$ cat config.mk
export PLATFORM = sky130hd
export DESIGN_NAME = stats_counters_flat
export DESIGN_NICKNAME = d
export VERILOG_FILES = /design/src/logic/mon_pkg.sv /design/src/logic/ipif_bus_if.sv /design/src/logic/stats_counters.sv /design/src/flat_wrapper.sv
export SDC_FILE = /design/constraint.sdc
export NUM_CORES = 1
export LEC_CHECK = 0
export BUFFER_PORTS_ARGS = -buffer_cell sky130_fd_sc_hd__buf_2
export CAP_MARGIN = 15
export CELL_PAD_IN_SITES_DETAIL_PLACEMENT = 1
export CELL_PAD_IN_SITES_GLOBAL_PLACEMENT = 2
export CORE_MARGIN = 1
export CORE_UTILIZATION = 31
export DETAILED_ROUTE_END_ITERATION = 6
export PLACE_DENSITY = 0.85
export SETUP_SLACK_MARGIN = 0.05
export SYNTH_ARGS = -nofsm -noshare
export SYNTH_HDL_FRONTEND = slang
export SYNTH_SLANG_ARGS = --single-unit
$ cat constraint.sdc
create_clock -name Bus2IP_Clk -period 3.11 [get_ports Bus2IP_Clk]
set_clock_uncertainty 0.1 [all_clocks]
set_input_delay 0.1555 -clock Bus2IP_Clk [delete_from_list [all_inputs] [get_ports Bus2IP_Clk]]
set_output_delay 0.1555 -clock Bus2IP_Clk [all_outputs]
set_load 0.02 [all_outputs]
$ cat src/logic/mon_pkg.sv
// Traffic monitor package with widths, register map, rule columns and protocol numbers
package mon_pkg;

	// Bus words
	localparam int bus_width = 32;
	localparam int addr_width = 32;

	// Header tuple fields
	localparam int ip_width = 32;
	localparam int proto_width = 8;
	localparam int port_width = 16;
	localparam int bytes_width = 16;
	localparam int stamp_width = 64;

	// Rule table columns, value and mask in pairs
	localparam int num_cols = 8;
	localparam int col_sip = 0;
	localparam int col_sip_mask = 1;
	localparam int col_dip = 2;
	localparam int col_dip_mask = 3;
	localparam int col_ports = 4;
	localparam int col_ports_mask = 5;
	localparam int col_proto = 6;
	localparam int col_proto_mask = 7;

	// BAR0 register map
	localparam int reg_rst_stats = 0;
	localparam int reg_freeze = 1;
	localparam int reg_pkt_cnt = 2;
	localparam int reg_bytes_cnt = 3;
	localparam int reg_tcp_cnt = 4;
	localparam int reg_udp_cnt = 5;
	localparam int reg_time_low = 6;
	localparam int reg_time_high = 7;
	localparam int num_regs = 8;
	localparam int num_stats = 6;

	localparam logic [proto_width-1:0] proto_tcp = 8'd6;
	localparam logic [proto_width-1:0] proto_udp = 8'd17;

	// L4 ports word, source port in the upper half
	typedef union packed {
		logic [bus_width-1:0] raw;
		struct packed {
			logic [port_width-1:0] sport;
			logic [port_width-1:0] dport;
		} ports;
	} l4_ports_t;

endpackage

$ cat src/logic/ipif_bus_if.sv


interface match_if;
	import mon_pkg::*;

	logic hit;
	logic [bytes_width-1:0] hit_bytes;
	logic hit_tcp;
	logic hit_udp;

	modport source (output hit, hit_bytes, hit_tcp, hit_udp);
	modport sink (input hit, hit_bytes, hit_tcp, hit_udp);
endinterface

$ cat src/logic/stats_counters.sv
// Matched traffic counters and stats time, with clear and freeze control
module stats_counters (
	input  logic Bus2IP_Clk,
	input  logic rst_n,
	input  logic rst_stats,
	input  logic stats_freeze,
	input  logic [mon_pkg::stamp_width-1:0] stamp_counter,
	match_if.sink hit_in,
	output logic [mon_pkg::num_stats-1:0][mon_pkg::bus_width-1:0] stats
);
	import mon_pkg::*;

	// Statistics words follow the BAR0 order
	localparam int stat_base = reg_pkt_cnt;

	logic [bus_width-1:0] pkt_cnt;
	logic [bus_width-1:0] bytes_cnt;
	logic [bus_width-1:0] tcp_cnt;
	logic [bus_width-1:0] udp_cnt;
	logic [stamp_width-1:0] stats_time;

	always_ff @(posedge Bus2IP_Clk or negedge rst_n) begin
		if (!rst_n) begin
			pkt_cnt <= '0;
			bytes_cnt <= '0;
			tcp_cnt <= '0;
			udp_cnt <= '0;
			stats_time <= '0;
		end else if (rst_stats) begin
			pkt_cnt <= '0;
			bytes_cnt <= '0;
			tcp_cnt <= '0;
			udp_cnt <= '0;
			stats_time <= '0;
		end else if (!stats_freeze && hit_in.hit) begin
			// All counters wrap
			pkt_cnt <= pkt_cnt + 1'b1;
			bytes_cnt <= bytes_cnt + bus_width'(hit_in.hit_bytes);
			tcp_cnt <= tcp_cnt + bus_width'(hit_in.hit_tcp);
			udp_cnt <= udp_cnt + bus_width'(hit_in.hit_udp);
			stats_time <= stamp_counter;
		end
	end

	assign stats[reg_pkt_cnt - stat_base] = pkt_cnt;
	assign stats[reg_bytes_cnt - stat_base] = bytes_cnt;
	assign stats[reg_tcp_cnt - stat_base] = tcp_cnt;
	assign stats[reg_udp_cnt - stat_base] = udp_cnt;
	assign stats[reg_time_low - stat_base] = stats_time[bus_width-1:0];
	assign stats[reg_time_high - stat_base] = stats_time[stamp_width-1:bus_width];

endmodule

$ cat src/flat_wrapper.sv
// flat-port wrapper written by rule: the top's interface ports become plain ports
module stats_counters_flat import mon_pkg::*;
  (Bus2IP_Clk, rst_n, rst_stats, stats_freeze, stamp_counter, stats, hit_in_hit, hit_in_hit_bytes, hit_in_hit_tcp, hit_in_hit_udp);
  match_if hit_in_i ();
  input  logic Bus2IP_Clk;
  input  logic rst_n;
  input  logic rst_stats;
  input  logic stats_freeze;
  input  logic [mon_pkg::stamp_width-1:0] stamp_counter;
  output logic [mon_pkg::num_stats-1:0][mon_pkg::bus_width-1:0] stats;
  input wire logic [$bits(hit_in_i.hit)-1:0] hit_in_hit;
  input wire logic [$bits(hit_in_i.hit_bytes)-1:0] hit_in_hit_bytes;
  input wire logic [$bits(hit_in_i.hit_tcp)-1:0] hit_in_hit_tcp;
  input wire logic [$bits(hit_in_i.hit_udp)-1:0] hit_in_hit_udp;
  assign hit_in_i.hit = hit_in_hit;
  assign hit_in_i.hit_bytes = hit_in_hit_bytes;
  assign hit_in_i.hit_tcp = hit_in_hit_tcp;
  assign hit_in_i.hit_udp = hit_in_hit_udp;
  stats_counters u_core (.Bus2IP_Clk(Bus2IP_Clk), .rst_n(rst_n), .rst_stats(rst_stats), .stats_freeze(stats_freeze), .stamp_counter(stamp_counter), .hit_in(hit_in_i), .stats(stats));
endmodule
; ---- After elaboration in Yosys (flattened, before gate mapping)
; Index checks and enable logic that the tools add are counted.
[totals]
register_bits = 192
latch_bits = 0
mem_bits_rw = 0
mem_bits_ro = 0
inputBits = 87
out_inout_bits = 192
wordCells = 22
n_memories = 0
[op_classes]
addsub = 4
mul = 0
div = 0
n_lt_le_gt_ge = 0
n_eq_ne = 0
shift = 0
muxes = 10
bitwise_logic = 0
reduce_logical = 3
[ops]
columns = operator, n
row1 = $mux W32, 8
row2 = $mux W64, 2
row3 = $add A32 B1 Y32, 2
row4 = $add A32 B1 Y32 const B, 1
row5 = $add A32 B16 Y32, 1
row6 = $reduce_bool A2 Y1, 1
row7 = $logic_and A1 B1 Y1, 1
row8 = $logic_not A1 Y1, 1

; ---- Logic depth before layout (Yosys ltp)
[depth]
ltp_word = 4
mapped_depth = 10

; ---- Least setup slack after synthesis
; OpenSTA, ideal clock, no wires.
[synth_timing]
path_type = flip-flop to flip-flop
from = reg u_core.bytes_cnt[0]
to = reg u_core.bytes_cnt[12]
setup_ns = 0.136
arrival_time_ns = 2.292
path_slack_ns = 0.582
stages_incl_launch_ff = 11
n_path_buf = 0
synth_period_minus_slack_ns = 2.528
path_cell_list = dfrtp_1 ha_1 inv_1 fa_1 nand2b_1 a21oi_1 nor2_1 or4_1 and3_1 o21ai_1 a21oi_1
[synth_between]
elab_chain_len = 3
[synth_rtl]
columns = element, line_no
row1 = "start, declared", stats_counters.sv:17  ; logic [bus_width-1:0] bytes_cnt;
row2 = "start signal, assigned", stats_counters.sv:38  ; bytes_cnt <= bytes_cnt + bus_width'(hit_in.hit_bytes);
row3 = $add A32 B16 Y32, stats_counters.sv:38
row4 = $mux W32, stats_counters.sv:35  ; end else if (!stats_freeze && hit_in.hit) begin
row5 = $mux W32, stats_counters.sv:29  ; end else if (rst_stats) begin
; Every way passes these cells. The select of a mux whose other input is x is not followed.
; A chain may end at the register's enable or synchronous reset.

; ---- Final worst setup path
; Ends and elaborated chain as after synthesis.

==> impl_metrics.csv <==
group,metric,value,unit
outcome,status,"finished clean",
timing,max_freq,379,MHz
cts,clock_path_buffers,2,
layout,area_delta_synth_final,34.1,%
global_routing,globalRouteMet3Util,0.0429,
global_routing,grt_use_met2,0.323,
timing,setup_viol,0,
power_and_ir_drop,ir_drop,0.000337,V
setup_path,cp-start-kind,"flop",
flow_run,drv_cap,0,
floorplan,die_h,176,um
power_and_ir_drop,p_int,4010,uW
layout,layout-drive-gt1-share,0.249,
route,first_pass_iters,4,
setup_path,cp_max_fo,3,
yosys,async_flop_share,1.00,
setup_path,rrSetupSlack,0.47,ns
setup_path,r2r_end,"u_core.bytes_cnt[12]$_DFFE_PN0P_",
hold_path,holdPathStages,4,
global_routing,grt_pass1_wl,48100,um
timing,fin_crit_sh,0.848,
global_routing,grt_antenna_before_repair,0,
power_and_ir_drop,finalPower,5480,uW
timing,worst_slew_pin_slew,0.850,ns
power_and_ir_drop,powerDensity,438,mW/mm2
power_and_ir_drop,sequentialPowerShare,0.471,
layout,mostFrequentLayoutCell,"buf_2",
global_routing,grt_use_total,0.196,
placed_design,place_hpwl,20500,um
yosys,syn_inst,1012,
route,routed_wirelength,29900,um
yosys,yosys_register_bits,192,
floorplan,num_io_pins,279,
layout,num-fill-cells,3482,
cts,path_clk_slew,0.08,ns
cts,clk-insertion-delay-late,0.44,ns
route,wl_per_cell,17.1,um
route,drtAntennaViolNets,0,
setup_path,r2r-start,"u_core.bytes_cnt[0]$_DFFE_PN0P_",
global_routing,use_met1,0.251,
setup_path,cp.required,3.33,ns
cts,cts_made_buffers,17,
layout,layout_common_cells,"buf_2, nand2_1, dfrtp_1",
setup_path,end_kind,"flop",
timing,setup_slack,0.473,ns
power_and_ir_drop,leakage,0.00623,uW
setup_path,cp.arrival,2.85,ns
yosys,syn_nets,1121,
layout,antenna_cells,0,
floorplan,core,0.0296,mm2
yosys,avgSynthCellArea,9.23,um2
global_routing,grt_max_degree,82,
cts,cts_tree,"done",
yosys,synthFlopType,"dfrtp_1",
floorplan,rows,63,
cts,post_cts_buffers,0,
timing,period_needed,2.64,ns
power_and_ir_drop,p_sw,1470,uW
power_and_ir_drop,p_clk_frac,0.408,
yosys,synth-edff-count,0,
yosys,yosysSeqAreaShare,0.514,
layout,fin_nets,1460,
global_routing,first_global_vias,9074,
floorplan,start_util,0.315,
timing,hold_viol,0,
setup_path,worstSetupPathType,"reg -> reg",
hold_path,min_delay_worst_endpoint,"u_core.tcp_cnt[0]$_DFFE_PN0P_",
cts,ctsHtreeMaxLevel,4,
power_and_ir_drop,power_frac_comb,0.121,
power_and_ir_drop,swShare,0.269,
cts,clock_sinks,192,
timing,whs,0.0335,ns
global_routing,grt_overflow,0,
route,drc,0,
timing,rsz0062_at_grt,"false",
placed_design,io_buffers,278,
layout,multiInputGateArea,0.00434,mm2
placed_design,gp_congestion,0.782,
placed_design,pre_cts_ws,0.483,ns
setup_path,r2r_cells,10,
timing,tns,0,ns
hold_path,min-delay-start,"hit_in_hit_tcp",
layout,register_area,0.00480,mm2
timing,slew_headroom,0.429,
route,avgViaCountPerCell,4.92,
cts,root_buffer,"clkbuf_16",
yosys,synth_cell_type_count,51,
timing,finalMaxSlewViolations,0,
yosys,yosys_warnings,0,
hold_path,hp-class,"in -> reg",
floorplan,dieArea,0.0308,mm2
yosys,syn-cell-area,0.00935,mm2
floorplan,die_w,176,um
route,vias,8631,
route,first_iter_violations,360,
global_routing,busiest_layer,"met2",
==> worst max-delay path: stages, from the launching register on <==
cell and delay [ns]:
dfrtp_1 0.38, ha_1 0.17, inv_1 0.06, fa_1 0.38
nand2b_1 0.20, a21oi_1 0.23, nor2_1 0.11, or4_1 0.50
and3_1 0.18, o21ai_1 0.13, a21oi_1 0.08
==> cells by family (layout without fill, tap and decap cells) <==
| kind of cell | after synthesis | in the layout | synth area share |
|---|---|---|---|
| adder cells (fa/ha/maj) | 22 | 22 | 0.0303 |
| AO/OA/AOI/OAI | 170 | 170 | 0.103 |
| flip-flops | 192 | 192 | 0.514 |
| buffers and inverters | 57 | 408 | 0.0236 |
| XOR/XNOR | 102 | 102 | 0.0956 |
| AND/OR/NAND/NOR | 468 | 468 | 0.232 |
| multiplexers | 1 | 1 | 0.00107 |
==> power by group through the flow <==
stage	clock network [uW]	logic (uW)	registers, uW
final	2240	662	2590
after global routing	2390	732	2590
after CTS	2300	668	2590
after detailed placement	0	596	2630
after global placement	0	590	2630
after floorplan	0	255	2700
==> routing by layer <==
| layer | share of wire | wire [um] |
|---|---|---|
| met1 | 0.46 | 13700 |
| met2 | 0.47 | 14000 |
| met3 | 0.051 | 1530 |
| met4 | 0.022 | 658 |
| met5 | 0 | 0 |
==> worst max path at each step <==
stage / start / to / slack (ns) / cells past startpoint
6_report: u_core.bytes_cnt[0]$_DFFE_PN0P_ / u_core.bytes_cnt[12]$_DFFE_PN0P_ / 0.47 / 10
5_1_grt: u_core.bytes_cnt[0]$_DFFE_PN0P_ / u_core.bytes_cnt[30]$_DFFE_PN0P_ / 0.28 / 11
4_1_cts: u_core.bytes_cnt[0]$_DFFE_PN0P_ / u_core.bytes_cnt[12]$_DFFE_PN0P_ / 0.47 / 10
3_5_place_dp: u_core.bytes_cnt[0]$_DFFE_PN0P_ / u_core.bytes_cnt[12]$_DFFE_PN0P_ / 0.48 / 10
3_3_place_gp: u_core.bytes_cnt[0]$_DFFE_PN0P_ / u_core.bytes_cnt[12]$_DFFE_PN0P_ / 0.56 / 10
2_1_floorplan: u_core.bytes_cnt[0]$_DFFE_PN0P_ / u_core.bytes_cnt[12]$_DFFE_PN0P_ / 0.58 / 10
==> final cells by class <==
cell class	instances	share of cell area
Clock buffer	19	0.0354
Timing Repair Buffer	368	0.183
Tap cell	390	0.0389
Sequential cell	192	0.383
Multi-Input combinational cell	763	0.346
Inverter	9	0.00270
Clock inverter	12	0.0108
==> cell usage after synthesis, drive strengths merged, types with 18 or more instances <==
cell    count  share of area
clkbuf     38          0.015
o21ai      25          0.013
xor2       82          0.077
a21oi     107          0.057
dfrtp     192           0.51
xnor2      20          0.019
nand4      32          0.025
nand3      38          0.021
nand2     209          0.084
and3       18          0.013
nor2      112          0.046
ha         21          0.028
==> what timing repair did <==
action                                  CTS  global route
hold buffers                             73             0
endpoints found under the hold margin   275             0
endpoints found under the setup margin    0             0
gates resized for setup                   0             0
==> metrics by stage <==
stage                      util  cell area, um2  instances
final                     0.423           12500       1753
after global routing      0.423           12500       1753
after CTS                 0.423           12500       1753
after detailed placement  0.379           11200       1649
after global placement    0.379           11200       1649
after floorplan               -            9350       1012
==> registers in the layout, summed over array words and instances, names as in the netlist <==
signal             count
u_core.pkt_cnt        32
u_core.stats_time     64
u_core.bytes_cnt      32
u_core.tcp_cnt        32
u_core.udp_cnt        32
No activity file was read; power rests on OpenSTA's default activity.
