--- config.mk ---
export PLATFORM = sky130hd
export DESIGN_NAME = stats_regs_flat
export DESIGN_NICKNAME = d
export VERILOG_FILES = /design/src/logic/mon_pkg.sv /design/src/logic/ipif_bus_if.sv /design/src/logic/stats_regs.sv /design/src/flat_wrapper.sv
export SDC_FILE = /design/constraint.sdc
export NUM_CORES = 1
export LEC_CHECK = 0
export ABC_AREA = 1
export BUFFER_PORTS_ARGS = -buffer_cell sky130_fd_sc_hd__buf_4
export CAP_MARGIN = 30
export CORE_AREA = 10 10 106 108
export CTS_CLUSTER_DIAMETER = 100
export CTS_CLUSTER_SIZE = 16
export DETAILED_ROUTE_END_ITERATION = 16
export DIE_AREA = 0 0 116 118
export PLACE_DENSITY = 0.76
export SLEW_MARGIN = 20
export SYNTH_ARGS = -nofsm -noshare
export SYNTH_HDL_FRONTEND = slang
export SYNTH_SLANG_ARGS = --single-unit
--- constraint.sdc ---
create_clock -name Bus2IP_Clk -period 1.4 [get_ports Bus2IP_Clk]
set_input_delay 0.07 -clock Bus2IP_Clk [delete_from_list [all_inputs] [get_ports Bus2IP_Clk]]
set_output_delay 0.07 -clock Bus2IP_Clk [all_outputs]
set_load 0.01 [all_outputs]
--- src/logic/mon_pkg.sv ---
// Traffic monitor package with widths, register map, rule columns and protocol numbers
package mon_pkg;

	// Bus words
	localparam int bus_width = 32;
	localparam int addr_width = 32;

	// Header tuple fields
	localparam int ip_width = 32;
	localparam int proto_width = 8;
	localparam int port_width = 16;
	localparam int bytes_width = 16;
	localparam int stamp_width = 64;

	// Rule table columns, value and mask in pairs
	localparam int num_cols = 8;
	localparam int col_sip = 0;
	localparam int col_sip_mask = 1;
	localparam int col_dip = 2;
	localparam int col_dip_mask = 3;
	localparam int col_ports = 4;
	localparam int col_ports_mask = 5;
	localparam int col_proto = 6;
	localparam int col_proto_mask = 7;

	// BAR0 register map
	localparam int reg_rst_stats = 0;
	localparam int reg_freeze = 1;
	localparam int reg_pkt_cnt = 2;
	localparam int reg_bytes_cnt = 3;
	localparam int reg_tcp_cnt = 4;
	localparam int reg_udp_cnt = 5;
	localparam int reg_time_low = 6;
	localparam int reg_time_high = 7;
	localparam int num_regs = 8;
	localparam int num_stats = 6;

	localparam logic [proto_width-1:0] proto_tcp = 8'd6;
	localparam logic [proto_width-1:0] proto_udp = 8'd17;

	// L4 ports word, source port in the upper half
	typedef union packed {
		logic [bus_width-1:0] raw;
		struct packed {
			logic [port_width-1:0] sport;
			logic [port_width-1:0] dport;
		} ports;
	} l4_ports_t;

endpackage

--- src/logic/ipif_bus_if.sv ---
// Internal register bus to one slave, and the matcher to counters hit path
interface ipif_bus_if;
	import mon_pkg::*;

	// Request from the decoder
	logic cs;
	logic rnw;
	logic [addr_width-3:0] word_addr;
	logic [bus_width-1:0] wdata;

	// Response, one cycle after cs
	logic [bus_width-1:0] rdata;
	logic rdack;
	logic wrack;
	logic error;

	modport decoder (output cs, rnw, word_addr, wdata, input rdata, rdack, wrack, error);
	modport slave (input cs, rnw, word_addr, wdata, output rdata, rdack, wrack, error);
endinterface


--- src/logic/stats_regs.sv ---
// BAR0 slave with the clear and freeze controls and the read-only statistics words
module stats_regs (
	input  logic Bus2IP_Clk,
	input  logic rst_n,
	ipif_bus_if.slave bus,
	input  logic [mon_pkg::num_stats-1:0][mon_pkg::bus_width-1:0] stats,
	output logic rst_stats,
	output logic stats_freeze
);
	import mon_pkg::*;

	localparam int idx_bits = $clog2(num_regs);

	logic [idx_bits-1:0] reg_idx;
	logic in_range;
	logic ro_write;
	logic access_err;
	logic [bus_width-1:0] read_word;

	assign reg_idx = bus.word_addr[idx_bits-1:0];
	assign in_range = bus.word_addr < num_regs;

	// Statistics words cannot be written
	assign ro_write = !bus.rnw && (reg_idx >= reg_pkt_cnt);
	assign access_err = !in_range || ro_write;

	always_comb begin
		read_word = '0;
		if (in_range) begin
			case (reg_idx)
				reg_rst_stats: read_word = {{(bus_width-1){1'b0}}, rst_stats};
				reg_freeze: read_word = {{(bus_width-1){1'b0}}, stats_freeze};
				default: read_word = stats[reg_idx - reg_pkt_cnt];
			endcase
		end
	end

	always_ff @(posedge Bus2IP_Clk or negedge rst_n) begin
		if (!rst_n) begin
			rst_stats <= 1'b0;
			stats_freeze <= 1'b0;
			bus.rdack <= 1'b0;
			bus.wrack <= 1'b0;
			bus.error <= 1'b0;
		end else begin
			bus.rdack <= bus.cs && bus.rnw;
			bus.wrack <= bus.cs && !bus.rnw;
			bus.error <= bus.cs && access_err;

			// Only bit 0 of the two control words is kept
			if (bus.cs && !bus.rnw && !access_err) begin
				if (reg_idx == reg_rst_stats)
					rst_stats <= bus.wdata[0];
				if (reg_idx == reg_freeze)
					stats_freeze <= bus.wdata[0];
			end
		end
	end

	always_ff @(posedge Bus2IP_Clk) begin
		bus.rdata <= read_word;
	end

endmodule

--- src/flat_wrapper.sv ---
// flat-port wrapper written by rule: the top's interface ports become plain ports
module stats_regs_flat import mon_pkg::*;
  (Bus2IP_Clk, rst_n, stats, rst_stats, stats_freeze, bus_cs, bus_rnw, bus_word_addr, bus_wdata, bus_rdata, bus_rdack, bus_wrack, bus_error);
  ipif_bus_if bus_i ();
  input  logic Bus2IP_Clk;
  input  logic rst_n;
  input  logic [mon_pkg::num_stats-1:0][mon_pkg::bus_width-1:0] stats;
  output logic rst_stats;
  output logic stats_freeze;
  input wire logic [$bits(bus_i.cs)-1:0] bus_cs;
  input wire logic [$bits(bus_i.rnw)-1:0] bus_rnw;
  input wire logic [$bits(bus_i.word_addr)-1:0] bus_word_addr;
  input wire logic [$bits(bus_i.wdata)-1:0] bus_wdata;
  output wire logic [$bits(bus_i.rdata)-1:0] bus_rdata;
  output wire logic [$bits(bus_i.rdack)-1:0] bus_rdack;
  output wire logic [$bits(bus_i.wrack)-1:0] bus_wrack;
  output wire logic [$bits(bus_i.error)-1:0] bus_error;
  assign bus_i.cs = bus_cs;
  assign bus_i.rnw = bus_rnw;
  assign bus_i.word_addr = bus_word_addr;
  assign bus_i.wdata = bus_wdata;
  assign bus_rdata = bus_i.rdata;
  assign bus_rdack = bus_i.rdack;
  assign bus_wrack = bus_i.wrack;
  assign bus_error = bus_i.error;
  stats_regs u_core (.Bus2IP_Clk(Bus2IP_Clk), .rst_n(rst_n), .bus(bus_i), .stats(stats), .rst_stats(rst_stats), .stats_freeze(stats_freeze));
endmodule
# Word level (Yosys, flattened, before mapping)
# Index checks and enable logic that the tools add are counted.
[totals]
reg_bits = 37
output_inout_bits = 37
[classes]
add_sub_neg = 1
n_lt_le_gt_ge = 3
n_eq_ne = 1
n_mux = 3
n_reduce_logical = 12
[op_table]
columns = ["op", "count"]
rows = [
  ["$bmux 32 s3", 1],
  ["$pmux 32 s2", 1],
  ["$lt 32x4->1 const B", 1],
  ["$mux 32", 1],
  ["$lt 30x4->1 const B", 1],
  ["$logic_and 1x1->1", 5],
  ["$reduce_and 2->1", 2],
  ["$sub 3x2->4 const B", 1],
  ["$eq 3x1->1 const B", 1],
  ["$ge 3x2->1 const B", 1],
  ["$logic_not 1->1", 3],
  ["$logic_not 3->1", 1],
  ["$logic_or 1x1->1", 1],
]

# Depth between registers and ports, before layout
# Gate-level depths: netlist of run 1.
[logic_depth]
ltp_word = 6
mapped_depth = 9
depth_no_buf = 9

# Worst setup path before layout of run 1
# OpenSTA, ideal clock, no wires.
[synth_path]
path_type = "input to register"
from = "input bus_word_addr[1]"
to = "register u_core.bus.rdata[16]"
setup_time_ps = 64
arrival_time_ps = 1128
required_time_ps = 1336
slack_ps = 208
cell_stages = 9
path_buffers = 2
path_cell_list = "inv_2 -> ha_1 -> clkbuf_1 -> nor2_2 -> buf_2 -> o21ai_0 -> nor2_1 -> a21oi_1 -> nor2_1"
[synth_via]
elab_chain_len = 4
word_cells_on_any_way = 7
cone_classes = "add/sub (1); order compare (1); eq/ne (1); mux (3); reduce/logical (1)"
[synth_lines]
columns = ["item", "line", "text"]
rows = [
  ["start, declared", "flat_wrapper.sv:12", "input wire logic [$bits(bus_i.word_addr)-1:0] bus_word_addr;"],
  ["$sub 3x2->4", "stats_regs.sv:33", "default: read_word = stats[reg_idx - reg_pkt_cnt];"],
  ["$bmux 32 s3", "stats_regs.sv:33", ""],
  ["$mux 32 (not written as such)", "stats_regs.sv:33", ""],
  ["$pmux 32 s2", "stats_regs.sv:30", "case (reg_idx)"],
  ["end signal, assigned", "stats_regs.sv:61", "bus.rdata <= read_word;"],
  ["end, declared", "ipif_bus_if.sv:18", "modport slave (input cs, rnw, word_addr, wdata, output rdata, rdack, wrack, error);"],
]
# Several ways; a longest one is shown, not always the timed one. The select of a mux whose other input is x is not followed.
# A chain may end at the register's enable or synchronous reset.

# Worst setup path after layout of run 1
[layout_path]
from = "input bus_rnw"
to = "register u_core.bus.rdack"
[layout_via]
elab_chain_len = 1
[layout_lines]
columns = ["item", "line", "text"]
rows = [
  ["start, declared", "flat_wrapper.sv:11", "input wire logic [$bits(bus_i.rnw)-1:0] bus_rnw;"],
  ["$logic_and 1x1->1", "stats_regs.sv:46", "bus.rdack <= bus.cs && bus.rnw;"],
  ["end signal, assigned", "stats_regs.sv:46", ""],
  ["end, declared", "ipif_bus_if.sv:18", ""],
]
# No other way between the ends.

==> results.md, run 1 <==
- Worst hold slack: around 47 ps
- Switching Fraction: 29.9%
- Clk pwr share: about 26%
- CP Cell Sequence: dlygate4sd3_1 > buf_4 > nand2_1 > dlygate4sd3_1 > inv_1
- CP delay by family, top: buffers and inverters
- Comb pwr share: 37.5%
- Post-CTS Setup Bufs: 0
- Die X: between 100 and 150 um
- Routed vias: 4,100
- Number of global-route vias before repair: ~4,200
- RSZ-0062 raised after global routing: false
- Max H-tree Level: 2
- Sequential power share: 36.7%
- Sink Count: 37
- Num CTS Buffers: 5
- Largest net degree at the start of global routing: 57
- Final-stage net count: 973
- Routed WL per cell: 17.8 um
- Post-CTS Hold Fix Bufs: 4
- VDD IR-drop max: 0.371 mV
- Mapped Nets: slightly above 700
- Met3 Track Usage GR: under 10%
- Crit path top cell by count: dlygate4sd3_1
- Num ports: just under 300
- Root Driver: clkbuf_8
- Slowest CP cell: dlygate4sd3_1
- Rel. slew slack: around 56%
- Met2 usage: between 30 and 40%
- P&R area growth vs syn: 82.9%
- Count of input and output buffers: 263
- Post-Syn Area per Cell: between 5 and 6 um^2
- Nature of the critical path endpoint: flip-flop
- Type of the worst min-delay path: input pin to flip-flop
- Placed insts: 814
- CTS tree: yes
- Critical path arrival: 1400 ps
- Worst skew pair latency: between 200 and 300 ps
- DRT iter0 DRCs: 321
- CP peak stage delay: approximately 550 ps
- Fin crit share: between 80 and 90%
- Vias per std cell: a little under 5
- Flop-to-flop setup slack: 650 ps
- Pwr per Cell Area: roughly 590 nW/um^2
- Floorplan row count: 35
- DIE HEIGHT: between 100 and 150 um
- Switching power: 0.000863 W
- Status: finished clean
- Yosys reg bits: 37
- HPWL reported at the end of detailed placement: about 12,000 um
- Crit Path Class: input pin to flip-flop
- Met1 Usage GRT: approximately 22%
- Max-slew violation count: 0
- Antenna viol nets, final: 0
- Grt total ovfl: 0
- Worst Setup Start Kind: input pin
- Distinct cells, synth: 22
- Reg clk slew, reported paths: ~70 ps
- Register area share after synthesis: 28.4%
- Max-cap violations: 0
- Yosys Warn Count: 0
- Setup TNS: 0 ps
- Initial antenna violation count: 0
- Area of the die: roughly 14,000 um^2
- Crit path max fanout: 3
- Cell Area, Synth: between 2000 and 3000 um^2
- Clk buf depth: 2
- Gp weighted congestion: 0.900
- Final setup viols: 0
- Global-route wire length before repair: approximately 22,000 um
- DRC viols: 0
- Minimum clock period: 1210 ps
- Leakage: between 2 and 2.5 nW
- Hold Vio Cnt, Final: 0
- Diode count: 0
- Most common cell after layout, fill and taps aside: buf_4
- Final wirelength: around 15,000 um
- Initial Util: about 30%
- Buf+Inv Stages, Crit Path: 4
- Post-Syn Instances: 457
- Post-CTS Resized: 0
- Most frequent cells in the layout: buf_4, nor2_1, o21ai_0
- Pint: a little over 0.002 W
- Worst Clk Skew: between 0.2 and 0.25 ps
- Core area: a little over 9000 um^2
- Global route hottest layer: met2
- Final Instance Count excl. Fillers: a little over 800
- Total track usage: 19.9%
- Worst Tran Pin Value: roughly 660 ps
- Fmax: just over 800 MHz
- Share of cells above drive strength 1: between 40% and 50%
- Worst path required time: approximately 1600 ps
- Pre-antenna DRT Iters: 5
power groups by stage:
stage	clock network (W)	logic, W	registers [W]
floorplan	0	0.000428	0.00109
global placement	0	0.00105	0.00108
detailed placement	0	0.00107	0.00108
CTS	0.000766	0.00108	0.00106
global route	0.000822	0.00119	0.00106
finish	0.000744	0.00108	0.00106
kinds of logic after synthesis:
kind of cell,synth area share [%]
AOI/OAI and AO/OA,32.9
adders and majority gates,0.465
buffers and inverters,9.39
DFF,28.4
and+or+nand+nor,28.8
synth_stat cells (all sizes together):
master,n,area [um^2]
a21oi,32,160
a22oi,32,240
and2,1,6.26
buf,14,87.6
clkbuf,18,67.6
dfrtp,5,125
dfxtp,32,641
ha,1,12.5
inv,26,97.6
nand2,31,119
nand3,2,10.0
nand4,4,25.0
nor2,160,606
nor3,2,10.0
o21ai,97,485
layout make-up:
cell class | instances | area, um^2
Fill cell | 914 | 4190
Timing Repair Buffer | 282 | 2160
Multi-Input combinational cell | 362 | 1670
Sequential cell | 37 | 766
Tap cell | 111 | 139
Inverter | 26 | 97.6
Clock buffer | 6 | 72.6
Clock inverter | 2 | 10.0
tightest hold or removal path, delay by kind of cell:
kind                   cells  cell delay [ps]
buffers and inverters      1               90
and+or+nand+nor            2              140
final timing paths:
path	startpoint	to	cells past startpoint
worst max register to register	u_core.rst_stats	u_core.bus.rdata[0]	4
worst min register to register	u_core.stats_freeze	u_core.stats_freeze	2
max in group asynchronous	rst_n	u_core.rst_stats	2
worst max-delay path	bus_rnw	u_core.bus.rdack	5
min in group asynchronous	rst_n	u_core.bus.error	2
worst min-delay path	bus_wdata[0]	u_core.stats_freeze	3
per-layer routing:
metal,part of all wire (%),up-vias,wire length [um]
met1,37,1816,5530
met5,0,-,0
met3,12,20,1760
met2,49,229,7220
met4,1.6,0,231
li1,-,2035,-
registers in the layout, summed over array words and instances, names as in the netlist:
name                 flops
u_core.bus.rdack         1
u_core.stats_freeze      1
u_core.bus.rdata        32
u_core.rst_stats         1
u_core.bus.error         1
u_core.bus.wrack         1
stage by stage:
stage                     util (%)  instance area [um^2]  total power [W]  setup slack, ps
final                         54.1                  4920          0.00288              191
after global routing          54.1                  4920          0.00307              156
after CTS                     54.1                  4920          0.00291              191
after detailed placement      52.7                  4800          0.00215            -44.7
after global placement        52.7                  4800          0.00213             2.71
after floorplan                  -                  2690          0.00151              208
Power figures use the tool's default switching activity.
==> run 2: changes to the inputs <==
--- a/config.mk
+++ b/config.mk
@@ -5,15 +5,14 @@
 export SDC_FILE = /design/constraint.sdc
 export NUM_CORES = 1
 export LEC_CHECK = 0
-export ABC_AREA = 1
 export BUFFER_PORTS_ARGS = -buffer_cell sky130_fd_sc_hd__buf_4
 export CAP_MARGIN = 30
-export CORE_AREA = 10 10 106 108
+export CORE_AREA = 10 10 107 109
 export CTS_CLUSTER_DIAMETER = 100
 export CTS_CLUSTER_SIZE = 16
 export DETAILED_ROUTE_END_ITERATION = 16
-export DIE_AREA = 0 0 116 118
-export PLACE_DENSITY = 0.76
+export DIE_AREA = 0 0 117 119
+export PLACE_DENSITY = 0.75
 export SLEW_MARGIN = 20
 export SYNTH_ARGS = -nofsm -noshare
 export SYNTH_HDL_FRONTEND = slang
==> run 2 against run 1 <==
Total power is 0.46% lower. Critical path depth rose by 1. Register-to-register slack worse by 160 ps. Global-route usage decreased by 4.2 points. Critical endpoint is now u_core.bus.rdata[12].
==> results.md, run 2 <==
- Status: finished clean
- Pre-antenna DRT Iters: 4 (-1)
- Crit path max fanout: 14 (+11)
- Initial Util: 26.8% (-2.8 points)
- Slowest CP cell: or3_1
- Post-synth top flop: dfxtp_1
- Worst Clk Skew: 0.883 ps (+0.646 ps)
- Buf+Inv Stages, Crit Path: 2 (-2)
- Biggest register: u_core.bus.rdata
- Num CTS Buffers: 5 (unchanged)
- Grt total ovfl: 0 (unchanged)
- Sink Count: 37 (unchanged)
- Rel. slew slack: 79.1% (+23 points)
- Num ports: 295 (unchanged)
- CP delay by family, top: simple AND/OR/NAND/NOR gates
- Count of input and output buffers: 263 (unchanged)
- Max-slew violation count: 0 (unchanged)
- Cell Area, Placed: 4690 um^2 (-2.2%)
- Cell area after layout: 4810 um^2 (-2.2%)
- Mapped Nets: 475 (-34%)
- EDFF count, synth: 0 (unchanged)
- Total track usage: 15.7% (-4.2 points)
- Cell Area, Synth: 2530 um^2 (-5.9%)
- DRT iter0 DRCs: 80 (-75%)
- Post-Syn Instances: 216 (-53%)
- CP peak stage delay: 410 ps (-140 ps)
- Pwr per Cell Area: 596 nW/um^2 (+1.8%)
- Post-Syn Area per Cell: 11.7 um^2 (+99%)
- Yosys reg bits: 37 (unchanged)
- Max-cap violations: 0 (unchanged)
- Final setup viols: 0 (unchanged)
- DRC viols: 0 (unchanged)
- RSZ-0062 raised after global routing: false
- Leakage: 2.26 nW (-7.9%)
- Diode count: 0 (unchanged)
- HPWL reported at the end of detailed placement: 10,400 um (-11%)
- Yosys top cell by area: mux4_2
- Area of the die: 13,900 um^2 (+1.7%)
- Antenna viol nets, final: 0 (unchanged)
- Crit Path Class: input pin to flip-flop
- Fmax: 827 MHz (about the same)
- Placed insts: 590 (-28%)
- Initial antenna violation count: 0 (unchanged)
- Register area share after synthesis: 30.2% (+1.8 points)
- Setup TNS: 0 ps (unchanged)
- Worst Tran Pin Value: 311 ps (-348 ps)
- Die X: 117 um (+0.86%)
- Post-CTS Setup Bufs: 0 (unchanged)
- CTS tree: yes
- Root Driver: clkbuf_8
- Yosys Warn Count: 0 (unchanged)
- Worst skew pair latency: 280 ps (about the same)
- P&R area growth vs syn: 90.1%
- Post-synth top area share: 28.5% (+4.7 points)
- CP Cell Sequence: buf_4 > nor4_2 > nand4_1 > or3_1 > buf_4 > nor2_1
- Async S/R FF share, synth: 13.5% (unchanged)
- Most common cell after layout, fill and taps aside: buf_4
- Final-stage net count: 744 (-24%)
- Floorplan row count: 36 (+2.9%)
- Max H-tree Level: 2 (unchanged)
- Number of global-route vias before repair: 3,476 (-17%)
- Routed vias: 2,967 (-28%)
- Critical path arrival: 1420 ps (+20 ps)
- Worst hold slack: 8.97 ps (-37.8 ps)
- Crit path top cell by count: buf_4
- Largest net degree at the start of global routing: 19 (-67%)
- Max reg flops: 32 (unchanged)
- Total chip power: 0.00287 W (-0.46%)
- Distinct cells, synth: 27 (+23%)
- Worst path required time: 1610 ps (+20 ps)
- Gp weighted congestion: 0.817 (-9.2%)
- Core area: 9460 um^2 (+3.8%)
- Final Instance Count excl. Fillers: 599 (-27%)
- Hold Vio Cnt, Final: 0 (unchanged)
- VDD IR-drop max: 0.301 mV (-19%)
- Most frequent cell after synthesis: nor2_1
- Reg clk slew, reported paths: 70 ps (about the same)
- Nature of the critical path endpoint: flip-flop
- Type of the worst min-delay path: input pin to flip-flop
- Final wirelength: 11,900 um (-20%)
- Global-route wire length before repair: 17,300 um (-22%)
- Clk buf depth: 2 (unchanged)
- Worst Setup Start Kind: input pin
- Fill count: 831 (-9.1%)
- Fin crit share: 86.4% (about the same)
- Ranking of synthesized cells by area: mux4_2, dfxtp_1, mux2_2, a22oi_1, nor2_1
- Synth top cells by count: nor2_1, mux2_2, dfxtp_1, mux4_2, a22oi_1
- DIE HEIGHT: 119 um (+0.85%)
- Share of cells above drive strength 1: 74.0% (+33 points)
- Most frequent cells in the layout: buf_4, nor2_1, mux2_2
- Minimum clock period: 1210 ps (+0.217 ps)
- Vias per std cell: 4.95 (-0.21%)
- Routed WL per cell: 19.8 um (+11%)
==> run 2: where the power goes <==
group	total (W)	internal [W]	switching, W
Sequential	0.00106	0.00106	0.00000109
Clock	0.000753	0.000391	0.000363
Combinational	0.00106	0.000729	0.000327
==> run 2: worst paths after layout <==
kind | start | end | slack, ps | cells after the start
setup / recovery | bus_word_addr[16] | u_core.bus.rdata[12] | 190 | 6
hold / removal | bus_cs | u_core.bus.error | 9 | 2
setup reg to reg | u_core.stats_freeze | u_core.bus.rdata[0] | 490 | 3
hold reg to reg | u_core.rst_stats | u_core.rst_stats | 520 | 1
max in group asynchronous | rst_n | u_core.bus.wrack | 1180 | 2
min in group asynchronous | rst_n | u_core.bus.rdack | 120 | 2
==> run 2: cell families after synthesis <==
kind of cell               count (synthesis)  synth area share, %
muxes                                     67                 44.0
and+or+nand+nor                           51                 9.44
adders and majority gates                  1                0.494
AOI/OAI and AO/OA                         34                 10.1
DFF                                       37                 30.2
buffers and inverters                     26                 5.68
==> run 2: per-stage QoR <==
step / utilization [%] / worst slack, ps
2_1_floorplan: - / -13.7
3_3_place_gp: 49.6 / -106
3_5_place_dp: 49.6 / -137
4_1_cts: 50.8 / 165
5_1_grt: 50.9 / 0.953
6_report: 50.9 / 191
==> run 2: layer usage <==
layer / up-vias / share of wire, % / track usage [%]
met5: - / 0 / 0
met4: 0 / 1.3 / 4.33
met3: 14 / 12 / 6.68
met2: 180 / 53 / 30.0
met1: 1389 / 34 / 14.6
li1: 1384 / - / -
==> run 2: timing repair <==
item / 4_1_cts / 5_1_grt
resized for setup: 0 / 2
setup endpoints to repair: 0 / 33
hold buffers: 2 / 0
hold endpoints to repair: 6 / 0
==> run 2: final cells by class <==
class | instances | area (um^2) | share of cell area [%]
inverter | 3 | 11.3 | 0.234
tap | 114 | 143 | 2.96
clock buffer | 7 | 86.3 | 1.79
sequential | 37 | 766 | 15.9
multi-input combinational | 153 | 1640 | 34.0
timing repair buffer | 285 | 2170 | 45.1
